File: src/source/badge_pkg.sv
package badge_pkg;

  // Bus and RAM geometry
  localparam int DATA_W      = 16;   // APB data, all registers 16 bit
  localparam int ADDR_W      = 16;   // APB address
  localparam int LCD_ADDR_W  = 11;   // Shared RAM address register
  localparam int FONT_DEPTH  = 1024; // 128 glyphs x 8 rows
  localparam int FONT_ADDR_W = $clog2(FONT_DEPTH);
  localparam int GLYPH_W     = 8;    // Glyph is 8x8 pixels

  // Misc page selector, paddr[7:4] when paddr[11] is set
  // Selects 0 and 1 are left free
  typedef enum logic [3:0] {
    SEL_LCD_ADDR = 4'd2,  // Shared RAM address
    SEL_FONT     = 4'd3,  // Font byte at address
    SEL_TEXT     = 4'd4,  // Character byte at address
    SEL_FG0      = 4'd5,
    SEL_BG0      = 4'd6,
    SEL_FG1      = 4'd7,
    SEL_BG1      = 4'd8,
    SEL_LCD_CTRL = 4'd9,  // Control on write, status on read
    SEL_LCD_DATA = 4'd10  // Write only byte port
  } io_sel_e;

  // Write modes for GPIO registers, paddr[1:0]
  typedef enum logic [1:0] {
    OP_WRITE,
    OP_CLEAR,
    OP_SET,
    OP_TOGGLE
  } bit_op_e;

  // Who owns which RAM this cycle
  typedef enum logic {
    SLOT_CHAR_RENDER, // Renderer on text RAM, bus on font RAM
    SLOT_FONT_RENDER  // Renderer on font RAM, bus on text RAM
  } ram_slot_e;

  typedef enum logic [1:0] {
    ST_IDLE, // Software bytes pass through
    ST_ARM,  // Waiting for slot boundary
    ST_PUSH  // Streaming the frame
  } lcd_state_e;

  // RGB565 colours after reset
  localparam logic [DATA_W-1:0] FG0_RESET = 16'hFD20; // Orange
  localparam logic [DATA_W-1:0] BG0_RESET = 16'h000F; // Navy
  localparam logic [DATA_W-1:0] FG1_RESET = 16'h07FF; // Cyan
  localparam logic [DATA_W-1:0] BG1_RESET = 16'h000F; // Navy

  // LCD commands
  localparam logic [7:0] CMD_NOP   = 8'h00;
  localparam logic [7:0] CMD_RAMWR = 8'h2C;

endpackage

File: src/source/lcd_text_renderer.sv
`timescale 1ns/100ps

module lcd_text_renderer import badge_pkg::*; #(
  parameter int SCREEN_COLS = 40,
  parameter int SCREEN_ROWS = 30
) (
  input  logic                   clk,
  input  logic                   reset_button,
  input  logic                   lcd_fmark,    // Asynchronous frame mark
  input  logic [7:0]             char_code,
  input  logic [7:0]             glyph_row,
  input  logic [DATA_W-1:0]      color_fg0,
  input  logic [DATA_W-1:0]      color_bg0,
  input  logic [DATA_W-1:0]      color_fg1,
  input  logic [DATA_W-1:0]      color_bg1,
  input  logic                   sw_lcd_wr,
  input  logic [8:0]             sw_lcd_byte,  // {rs, data}
  output logic [LCD_ADDR_W-1:0]  char_index,
  output logic [FONT_ADDR_W-1:0] glyph_addr,
  output logic                   updating,
  output logic                   fmark_synced,
  output logic [7:0]             lcd_d,
  output logic                   lcd_rs,
  output logic                   lcd_wr
);

  localparam int PIX_W  = SCREEN_COLS * GLYPH_W;
  localparam int PIX_H  = SCREEN_ROWS * GLYPH_W;
  localparam int X_W    = $clog2(PIX_W);
  localparam int Y_W    = $clog2(PIX_H);
  localparam int G_BITS = $clog2(GLYPH_W);

  lcd_state_e        state;
  ram_slot_e         phase;      // Mirrors the arbiter slot
  logic              fmark_sync1;
  logic [X_W-1:0]    x;          // Pixel being fetched
  logic [Y_W-1:0]    y;
  logic              scan_done;  // Last pixel fetched
  logic              hdr;        // Still sending NOP and RAMWR
  logic [G_BITS-1:0] x_lo_d;     // Column inside glyph, one slot later
  logic [7:0]        lo_pend;    // Low colour byte waiting its turn
  logic [DATA_W-1:0] pix_color;

  assign updating = (state != ST_IDLE);

  // Text cell of this pixel, then the glyph row of its code
  assign char_index = LCD_ADDR_W'(x >> G_BITS) + LCD_ADDR_W'(SCREEN_COLS * (y >> G_BITS));
  assign glyph_addr = {char_code[6:0], y[G_BITS-1:0]};

  // Leftmost pixel is glyph bit 7, code bit 7 picks colour set 1
  always_comb begin
    if (glyph_row[~x_lo_d])
      pix_color = char_code[7] ? color_fg1 : color_fg0;
    else
      pix_color = char_code[7] ? color_bg1 : color_bg0;
  end

  always_ff @(posedge clk) begin
    if (reset_button) begin
      fmark_sync1  <= 1'b0;
      fmark_synced <= 1'b0;
      phase        <= SLOT_CHAR_RENDER;
      state        <= ST_IDLE;
      x            <= '0;
      y            <= '0;
      scan_done    <= 1'b0;
      hdr          <= 1'b0;
      lcd_wr       <= 1'b0;
    end else begin
      fmark_sync1  <= lcd_fmark;   // Two flop synchroniser
      fmark_synced <= fmark_sync1;
      phase        <= (phase == SLOT_CHAR_RENDER) ? SLOT_FONT_RENDER : SLOT_CHAR_RENDER;
      lcd_wr       <= 1'b0;
      case (state)
        ST_IDLE: begin
          lcd_wr <= sw_lcd_wr; // Software byte port
          if (fmark_synced) state <= ST_ARM;
        end
        ST_ARM: begin
          x         <= '0;
          y         <= '0;
          scan_done <= 1'b0;
          hdr       <= 1'b1;
          if (phase == SLOT_FONT_RENDER) state <= ST_PUSH; // First push cycle is a char slot
        end
        ST_PUSH: begin
          lcd_wr <= 1'b1; // Byte every cycle
          if (phase == SLOT_FONT_RENDER) begin
            hdr <= 1'b0;
            if (scan_done) begin
              state <= ST_IDLE; // Last low byte going out
            end else if (y == Y_W'(PIX_H - 1)) begin
              y <= '0;       // Column done
              if (x == X_W'(PIX_W - 1)) scan_done <= 1'b1;
              else x <= x + 1'b1;
            end else begin
              y <= y + 1'b1; // Column major, y fastest
            end
          end
        end
        default: state <= ST_IDLE;
      endcase
    end
  end

  // Byte pipeline, high byte in char slot, low byte in font slot
  always_ff @(posedge clk) begin
    if (state == ST_PUSH) begin
      if (phase == SLOT_CHAR_RENDER) begin
        {lcd_rs, lcd_d} <= hdr ? {1'b0, CMD_NOP} : {1'b1, pix_color[15:8]};
        lo_pend         <= pix_color[7:0];
      end else begin
        {lcd_rs, lcd_d} <= hdr ? {1'b0, CMD_RAMWR} : {1'b1, lo_pend};
        x_lo_d          <= x[G_BITS-1:0]; // Glyph row lands next cycle
      end
    end else if (state == ST_IDLE && sw_lcd_wr) begin
      {lcd_rs, lcd_d} <= sw_lcd_byte; // Dropped while updating
    end
  end

endmodule

File: config.mk
export PLATFORM = sky130hd
export DESIGN_NAME = lcd_text_renderer
export DESIGN_NICKNAME = d
export VERILOG_FILES = /design/src/source/badge_pkg.sv /design/src/source/lcd_text_renderer.sv
export SDC_FILE = /design/constraint.sdc
export NUM_CORES = 1
export LEC_CHECK = 0
export BUFFER_PORTS_ARGS = -buffer_cell sky130_fd_sc_hd__buf_2
export CAP_MARGIN = 20
export CORE_UTILIZATION = 44
export CTS_CLUSTER_DIAMETER = 100
export DETAILED_ROUTE_END_ITERATION = 16
export PLACE_DENSITY_LB_ADDON = 0.1
export SLEW_MARGIN = 20
export SYNTH_ARGS = -nofsm -noshare
export SYNTH_HDL_FRONTEND = slang
export SYNTH_SLANG_ARGS = --single-unit
File: constraint.sdc
create_clock -name clk -period 4.5 [get_ports clk]
set_input_delay 0.9 -clock clk [delete_from_list [all_inputs] [get_ports clk]]
set_output_delay 0.9 -clock clk [all_outputs]
set_load 0.03 [all_outputs]
==> results of run 1 <==
-- registers in the layout, indices dropped and copies added (netlist names), 2 cells and up --
register	flops
x	9
lcd_d	8
lo_pend	8
state	2
x_lo_d	3
y	8
-- final cells by class --
class | count | area [µm²] | share of cell area (%)
timing repair buffer | 111 | 556 | 16.1
sequential | 45 | 1100 | 31.8
clock inverter | 2 | 10.0 | 0.290
tap | 77 | 96.3 | 2.79
multi-input combinational | 192 | 1610 | 46.6
inverter | 3 | 11.3 | 0.326
clock buffer | 6 | 72.6 | 2.10
-- cells in the final DEF, fill, tap and decap left out, drive strengths merged, types with 2 or more instances in the layout --
cell type and instances:
nor2b 4, mux2i 20, or2 4, mux4 10, mux2 5, dfxtp 25, and3 2, clkinv 2
nand2 11, clkbuf 6, o211ai 4, a21o 5, o31ai 3, nand2b 4, or3b 2, o32a 3
xnor2 4, ha 11, a21oi 14, nand3 3, fa 2, nor4 2, or3 4, inv 3
nor3b 4, o2111ai 2, or4 5, nor2 18, o21ai 13, buf 111, a22oi 5, edfxtp 20
xor2 8, nor3 8
-- power groups by stage --
stage	sequential (mW)	combinational [mW]	clock, mW
floorplan	0.468	0.0804	0
global placement	0.456	0.129	0
detailed placement	0.456	0.132	0
CTS	0.446	0.133	0.248
global route	0.448	0.143	0.265
finish	0.446	0.131	0.243
-- worst paths after layout --
kind	endpoint	slack [ns]	cells after the start
setup reg to reg	lo_pend[5]	1.97	3
hold reg to reg	fmark_synced	0.44	1
hold / removal	fmark_synced	0.44	1
setup / recovery	char_index[9]	1.03	7
-- metal layers --
layer  track usage [%]  wire length (µm)
met3              3.88               322
met1              24.8              2830
met2              29.1              2830
met4              5.33                74
met5                 0                 0
-- per-stage QoR --
step	instance area [µm²]	utilization [%]	std cells
detailed placement	3370	53.1	428
CTS	3460	54.4	436
finish	3460	54.4	436
global placement	3370	53.1	428
floorplan	2890	-	267
global route	3460	54.4	436
-- cells by family after synthesis --
kind of cell             count (synthesis)
adder cells (fa/ha/maj)                 13
AND/OR/NAND/NOR                         78
multiplexers                            35
flip-flops                              45
buffers and inverters                   30
AO/OA/AOI/OAI                           54
XOR/XNOR                                12
==> flow_summary.yaml, run 1 <==
status:
  status: "complete, no violations"
sta:
  setup_viol: 0
  fin_crit_ns: 3.47
  rsz0062_at_grt: "false"
  hold_ws_ns: 0.438
  fin_setup_tns_ns: 0
  fmax_ghz: 0.288
  hold_viol: 0
  drv_slew: 0
  worstMarginPinSlew_ns: 0.726
  fin_ws_ns: 1.03
  period_share_pct: 77.2
  slew_headroom_pct: 50.6
  skew_ns: 0.00498
pwr:
  seq_power_share_pct: 54.4
  p_sw_mw: 0.206
  switching_share_pct: 25.1
  clkPwrFrac_pct: 29.7
  combPwrFrac_pct: 15.9
  power_mw: 0.820
  power_density_nw_per_um2: 237
  vdd_drop_max_mv: 0.139
  internal_power_mw: 0.614
  p_leak_nw: 1.56
worst_setup_path:
  cp_max_fo: 6
  path_cells: "ha_1, ha_1, fa_1, xnor2_1, nor4b_1, xor2_1, buf_2"
  critPathTopFamily: "adder cells"
  r2r-start: "x_lo_d[0]"
  cpMostUsedCell: "ha_1"
  crit_path_end_kind: "output pin"
  cp.required_ns: 3.60
  worst_path_largest_cell_delay_ns: 0.46
  cp-start-kind: "flip-flop"
  critPathLaunch: "y[4]"
  slowest_stage: "dfxtp_1"
  critPathKind: "flip-flop to output pin"
  crit_buf_inv: 1
  crit_arrival_ns: 2.57
synthesis:
  syn_inst: 267
  synth-seq-cells: 45
  synth_ff_type: "dfxtp_1"
  synth_area_leaders: "edfxtp_1 21%, dfxtp_1 17%, mux4_1 9.1%, mux2i_1 6.6%, ha_1 4.8%"
  synthSimpleGateAreaFrac_pct: 15.3
  mappedNetlistArea_um2: 2890
  yosys.area_share.adder_pct: 6.16
  synth_xor_area_share_pct: 3.64
  synthMuxAreaShare_pct: 18.4
  yosysMostFrequentCell: "dfxtp_1"
  synth_commonest_cells: "25 x dfxtp_1, 20 x edfxtp_1, 19 x mux2i_1, 18 x nor2_1, 14 x a21oi_1"
  synth_top_area_cell: "edfxtp_1"
  avgSynthCellArea_um2: 10.8
  yosysWarnings: 0
  synth_top_area_share_pct: 20.8
  ys_seq_area_share_pct: 38.1
  synth_cell_types: 51
  synth_edf_count: 20
  async_reset_ff_share_pct: 0
  synth_compound_area_share_pct: 12.2
  synth_nets: 373
  synth_top_family_by_area: "multiplexers"
drt:
  vias_per_cell: 5.41
  wl_per_cell_um: 13.9
  vias: 2359
  ant_nets: 0
  wl_um: 6060
  drt_iter0_markers: 103
  drc: 0
  dr.pass1.iters: 4
global_route:
  grt_pass1_vias: 2206
  antenna_found_initial: 0
  grt_pass1_wl_um: 10200
  grt_max_degree: 25
  grt.total_usage_pct: 18.2
  grt_overflow: 0
finish:
  syn2layout_area_growth_pct: 19.8
  num-nets-final: 464
  fillers: 591
  n_antenna_cell: 0
  drive_gt1_share_pct: 36.5
floorplan:
  start_util_pct: 45.5
  coreArea_um2: 6350
  die_h_um: 83.0
  num_rows: 29
  die_w_um: 83.0
  dieArea_um2: 6890
  ioPinCount: 126
clock_network:
  clock_latency_ns: 0.30
  root_buffer: "clkbuf_8"
  cts_resized: 0
  cts_tree: "done"
  cts.sinks: 45
  cts_htree_levels: 2
  clk_pin_slew_worst_paths_ns: 0.08
  clock_path_buffers: 2
  ctsHoldBuffers: 0
  postCtsSetupBuffers: 0
  cts_buffers: 5
hold_path:
  min_from: "fmark_sync1"
  hold_class: "flip-flop to flip-flop"
placed_design:
  hpwl_um: 4630
  gp_congestion: 0.732
  io_buffers: 111
  post-place-ws_ns: 1.33
job:
  maxCapViolCount: 0
Power figures use the tool's default switching activity.
==> run 2, diff against run 1 <==
--- a/config.mk
+++ b/config.mk
@@ -5,6 +5,7 @@
 export SDC_FILE = /design/constraint.sdc
 export NUM_CORES = 1
 export LEC_CHECK = 0
+export ABC_AREA = 1
 export BUFFER_PORTS_ARGS = -buffer_cell sky130_fd_sc_hd__buf_2
 export CAP_MARGIN = 20
 export CORE_UTILIZATION = 44
==> constraint.sdc (replaced) <==
create_clock -name clk -period 2.9 [get_ports clk]
set_input_delay 0.58 -clock clk [delete_from_list [all_inputs] [get_ports clk]]
set_output_delay 0.58 -clock clk [all_outputs]
set_load 0.03 [all_outputs]
==> flow_summary.yaml, run 2 <==
global_route:
  grt.total_usage_pct: 19.6
  grt_pass1_wl_um: 11800
  antenna_found_initial: 0
  grt_pass1_vias: 2638
  grt_overflow: 0
  grt_max_degree: 25
synthesis:
  synthMuxAreaShare_pct: 5.75
  syn_inst: 416
  yosys.area_share.adder_pct: 5.67
  synth_top_family_by_area: "simple AND/OR/NAND/NOR gates"
  mappedNetlistArea_um2: 3130
  yosysMostFrequentCell: "nand2_1"
  synth_compound_area_share_pct: 10.5
  synth_area_leaders: "edfxtp_1 19%, dfxtp_1 16%, nand2_1 8.7%, nand3_1 7.7%, nor2_1 5.9%"
  synth_ff_type: "dfxtp_1"
  async_reset_ff_share_pct: 0
  synth_commonest_cells: "73 x nand2_1, 49 x nor2_1, 48 x nand3_1, 43 x inv_1, 25 x dfxtp_1"
  synth_top_area_share_pct: 19.2
  synth-seq-cells: 45
  synth_top_area_cell: "edfxtp_1"
  ys_seq_area_share_pct: 35.1
  yosysWarnings: 0
  synth_xor_area_share_pct: 2.24
  avgSynthCellArea_um2: 7.53
  synth_edf_count: 20
  synth_nets: 522
  synth_cell_types: 34
  synthSimpleGateAreaFrac_pct: 29.9
floorplan:
  die_h_um: 86.4
  ioPinCount: 126
  num_rows: 30
  dieArea_um2: 7460
  coreArea_um2: 6830
  start_util_pct: 45.9
  die_w_um: 86.4
finish:
  largest_reg_flops: 9
  drive_gt1_share_pct: 30.2
  top_register: "x"
  num-nets-final: 618
  n_antenna_cell: 0
  layout_commonest_cell: "buf_2"
  syn2layout_area_growth_pct: 22.6
  postLayoutCellArea_um2: 3840
  layout_common_cells: "109 x buf_2, 73 x nand2_1, 48 x nand3_1, 48 x nor2_1, 43 x inv_1"
sta:
  skew_ns: 0.00604
  fin_setup_tns_ns: 0
  worstMarginPinSlew_ns: 0.419
  setup_viol: 0
  hold_ws_ns: 0.409
  drv_slew: 0
  slew_headroom_pct: 72.0
  fin_crit_ns: 2.82
  rsz0062_at_grt: "false"
  fmax_ghz: 0.354
  hold_viol: 0
  period_share_pct: 97.3
clock_network:
  cts_htree_levels: 2
  cts_tree: "done"
  clock_latency_ns: 0.30
  ctsHoldBuffers: 0
  root_buffer: "clkbuf_8"
  cts.sinks: 45
  clock_path_buffers: 2
  clk_pin_slew_worst_paths_ns: 0.09
  cts_buffers: 5
pwr:
  power_density_nw_per_um2: 447
  vdd_drop_max_mv: 0.302
  p_leak_nw: 1.89
  power_mw: 1.72
placed_design:
  dpl_cell_area_um2: 3670
  hpwl_um: 5740
  gp_congestion: 0.785
  io_buffers: 111
worst_setup_path:
  r2r-start: "x_lo_d[0]"
  path_cells: "ha_1, ha_4, fa_2, and3_4, xor2_1, buf_4"
  cp_max_fo: 6
  cp-start-kind: "flip-flop"
  slowest_stage: "fa_2"
  critPathLaunch: "y[3]"
  cp.required_ns: 2.32
  critPathKind: "flip-flop to output pin"
  crit_path_end_kind: "output pin"
  critPathTopFamily: "adder cells"
  crit_buf_inv: 1
  worst_path_largest_cell_delay_ns: 0.60
  crit_arrival_ns: 2.24
drt:
  vias: 3005
  wl_um: 7270
  ant_nets: 0
  vias_per_cell: 4.93
  drt_iter0_markers: 102
  dr.pass1.iters: 4
  drc: 0
  wl_per_cell_um: 11.9
hold_path:
  min_from: "fmark_sync1"
  hold_class: "flip-flop to flip-flop"
job:
  maxCapViolCount: 0
status:
  status: "complete, no violations"
-- run 2: changes by cell type after synthesis, moves of 10 or more --
cell     delta
inv_1      +40
nor2_1     +31
nand2_1    +62
mux4_1     -10
nand3_1    +45
a21oi_1    +10
-- run 2: repair_timing --
action | in CTS | in global routing
gates resized for setup | 4 | 8
cloned | 0 | 0
endpoints found under the setup margin | 3 | 3
pin swaps | 0 | 2
setup buffers | 0 | 1
-- run 2: logic make-up (layout without fill, tap and decap cells) --
kind of cell	after synthesis	count (layout)
AOI/OAI and AO/OA	57	57
xor gates and xnor gates	8	8
adders and majority gates	13	13
buffers and inverters	73	170
DFF	45	45
muxes	18	18
and+or+nand+nor	202	202
-- run 2: path summary, 6_finish.rpt --
check	endpoint	slack, ns	cells after the start
setup / recovery	char_index[8]	0.08	6
hold / removal	fmark_synced	0.41	2
setup reg to reg	lcd_d[3]	1.10	8
hold reg to reg	fmark_synced	0.41	2
-- run 2: routing by layer --
metal	part of all wire, %	up-vias	wire length (µm)	global-route usage [%]
li1	-	1567	-	-
met2	47	72	3380	31.0
met3	3.9	4	285	4.00
met4	0.19	0	14	2.73
met5	0	-	0	0
met1	49	1362	3580	28.2
-- run 2: area by class of cell --
| cell class | count | area, µm² |
|---|---|---|
| Fill cell | 679 | 2990 |
| Multi-Input combinational cell | 298 | 1730 |
| Inverter | 47 | 176 |
| Clock buffer | 7 | 108 |
| Sequential cell | 45 | 1110 |
| Tap cell | 96 | 120 |
| Timing Repair Buffer | 115 | 591 |
| Clock inverter | 1 | 7.51 |
-- run 2: tightest hold or removal path: stages, from the launching register on --
cell and delay, ns:
dfxtp_1 0.31, inv_1 0.04, nor2_1 0.03
-- run 2: through the flow --
step	util, %	worst slack [ns]	instances
global route	56.2	0.00185	609
CTS	55.5	0.00762	608
floorplan	-	0.141	416
finish	56.2	0.0773	609
detailed placement	53.7	0.222	600
global placement	53.7	0.267	600
-- run 2: where the power goes --
| group | total (mW) | switching (mW) | internal (mW) |
|---|---|---|---|
| logic | 0.485 | 0.320 | 0.165 |
| registers | 0.767 | 0.0270 | 0.740 |
| clock network | 0.467 | 0.221 | 0.246 |
==> run 3, diff against run 2 <==
--- a/config.mk
+++ b/config.mk
@@ -8,6 +8,7 @@
 export ABC_AREA = 1
 export BUFFER_PORTS_ARGS = -buffer_cell sky130_fd_sc_hd__buf_2
 export CAP_MARGIN = 20
+export CORE_MARGIN = 3
 export CORE_UTILIZATION = 44
 export CTS_CLUSTER_DIAMETER = 100
 export DETAILED_ROUTE_END_ITERATION = 16
==> flow_summary.yaml, run 3 (synthesis gave the netlist of run 2 again) <==
worst_setup_path:
  cp_max_fo: 4
  path_cells: "ha_4, ha_4, fa_2, and3_4, xor2_1, buf_4"
  worst_path_largest_cell_delay_ns: 0.60
  endpoint: "char_index[8]"
  r2r_cells: 8
  reg2reg_slack_ns: 1.13
  r2r-start: "x_lo_d[0]"
  crit_arrival_ns: 2.25
  critPathTopFamily: "adder cells"
  crit_cells: 6
  rr_endpoint: "lcd_d[2]"
  cp-start-kind: "flip-flop"
  cpMostUsedCell: "ha_4"
  critPathLaunch: "y[6]"
  slowest_stage: "fa_2"
  crit_path_end_kind: "output pin"
  crit_buf_inv: 1
  cp.required_ns: 2.32
  critPathKind: "flip-flop to output pin"
drt:
  drc: 0
  dr.pass1.iters: 4
  vias: 2953
  ant_nets: 0
  vias_per_cell: 4.85
  drt_iter0_markers: 99
  wl_um: 7340
  wl_per_cell_um: 12.1
sta:
  fin_setup_tns_ns: 0
  skew_ns: 0.0116
  fmax_ghz: 0.353
  hold_viol: 0
  drv_slew: 0
  setup_viol: 0
  worstMarginPinSlew_ns: 0.953
  slew_headroom_pct: 36.3
  period_share_pct: 97.6
  fin_crit_ns: 2.83
floorplan:
  coreArea_um2: 6830
  num_rows: 30
  start_util_pct: 45.9
  dieArea_um2: 8170
  die_w_um: 90.4
  ioPinCount: 126
  die_h_um: 90.4
clock_network:
  root_buffer: "clkbuf_8"
  cts_buffers: 5
  cts_tree: "done"
  clock_path_buffers: 2
  cts.sinks: 45
  cts_htree_levels: 2
  clk_pin_slew_worst_paths_ns: 0.09
  clock_latency_ns: 0.29
pwr:
  power_mw: 1.67
  power_density_nw_per_um2: 436
  p_leak_nw: 1.89
  vdd_drop_max_mv: 0.340
finish:
  n_antenna_cell: 0
  num-nets-final: 618
  layout_common_cells: "108 x buf_2, 73 x nand2_1, 48 x nand3_1, 48 x nor2_1, 43 x inv_1"
  layout_commonest_cell: "buf_2"
  syn2layout_area_growth_pct: 22.2
  fillers: 676
  top_register: "x"
  drive_gt1_share_pct: 30.0
  largest_reg_flops: 9
global_route:
  grt_overflow: 0
  antenna_found_initial: 0
  grt_pass1_wl_um: 11700
  grt.total_usage_pct: 17.3
  grt_max_degree: 25
  grt_pass1_vias: 2626
status:
  status: "complete, no violations"
placed_design:
  io_buffers: 111
  gp_congestion: 0.828
  hpwl_um: 5830
hold_path:
  hold_class: "flip-flop to flip-flop"
job:
  maxCapViolCount: 0
## run 3: worst min-delay path, cell delays in order, from the launching register on
cell and delay, ns:
dfxtp_1 0.30, inv_1 0.04, nor2_1 0.03
## run 3: metrics by stage
stage / hold WS [ns] / worst slack [ns] / util (%) / instance area (µm²) / std cells
final: 0.409 / 0.0702 / 56.0 / 3830 / 609
after global routing: 0.425 / -0.0258 / 56.0 / 3830 / 609
after CTS: 0.414 / 0.000981 / 55.2 / 3770 / 607
after detailed placement: 0.401 / 0.198 / 53.6 / 3660 / 599
after global placement: 0.398 / 0.261 / 53.6 / 3660 / 599
after floorplan: 0.388 / 0.141 / - / 3130 / 416
## run 3: final cells by class
| type | count | area, µm² | area share, % |
|---|---|---|---|
| clock buffers | 7 | 96.3 | 2.52 |
| repair buffers | 115 | 593 | 15.5 |
| clock inverters | 1 | 5.00 | 0.131 |
| well taps | 96 | 120 | 3.14 |
| flip-flops and latches | 45 | 1100 | 28.9 |
| inverters | 47 | 176 | 4.61 |
| multi-input cells | 298 | 1730 | 45.3 |
## run 3: worst min-delay path by stage
stage,from,to,slack (ns),cells after the start
final,fmark_sync1,fmark_synced,0.41,2
after global routing,fmark_sync1,fmark_synced,0.42,2
after CTS,fmark_sync1,fmark_synced,0.41,2
after detailed placement,fmark_sync1,fmark_synced,0.40,2
after global placement,fmark_sync1,fmark_synced,0.40,2
after floorplan,fmark_sync1,fmark_synced,0.39,2
## run 3: where the power goes
part	internal, mW	switching (mW)
Clock	0.215	0.202
Sequential	0.740	0.0262
Combinational	0.161	0.322
## run 3: what timing repair did
action                                  in CTS  in global routing
setup buffers                                0                  2
hold buffers                                 0                  0
pin swaps                                    0                  2
gates cloned                                 0                  0
gates resized for setup                      4                  9
endpoints found under the setup margin       3                  3
## run 3: layer usage
layer | up-vias | part of all wire, % | track usage [%]
li1 | 1562 | - | -
met1 | 1316 | 48 | 23.7
met2 | 71 | 47 | 28.3
met3 | 4 | 5.0 | 3.67
met4 | 0 | 0.54 | 3.32
met5 | - | 0 | 0
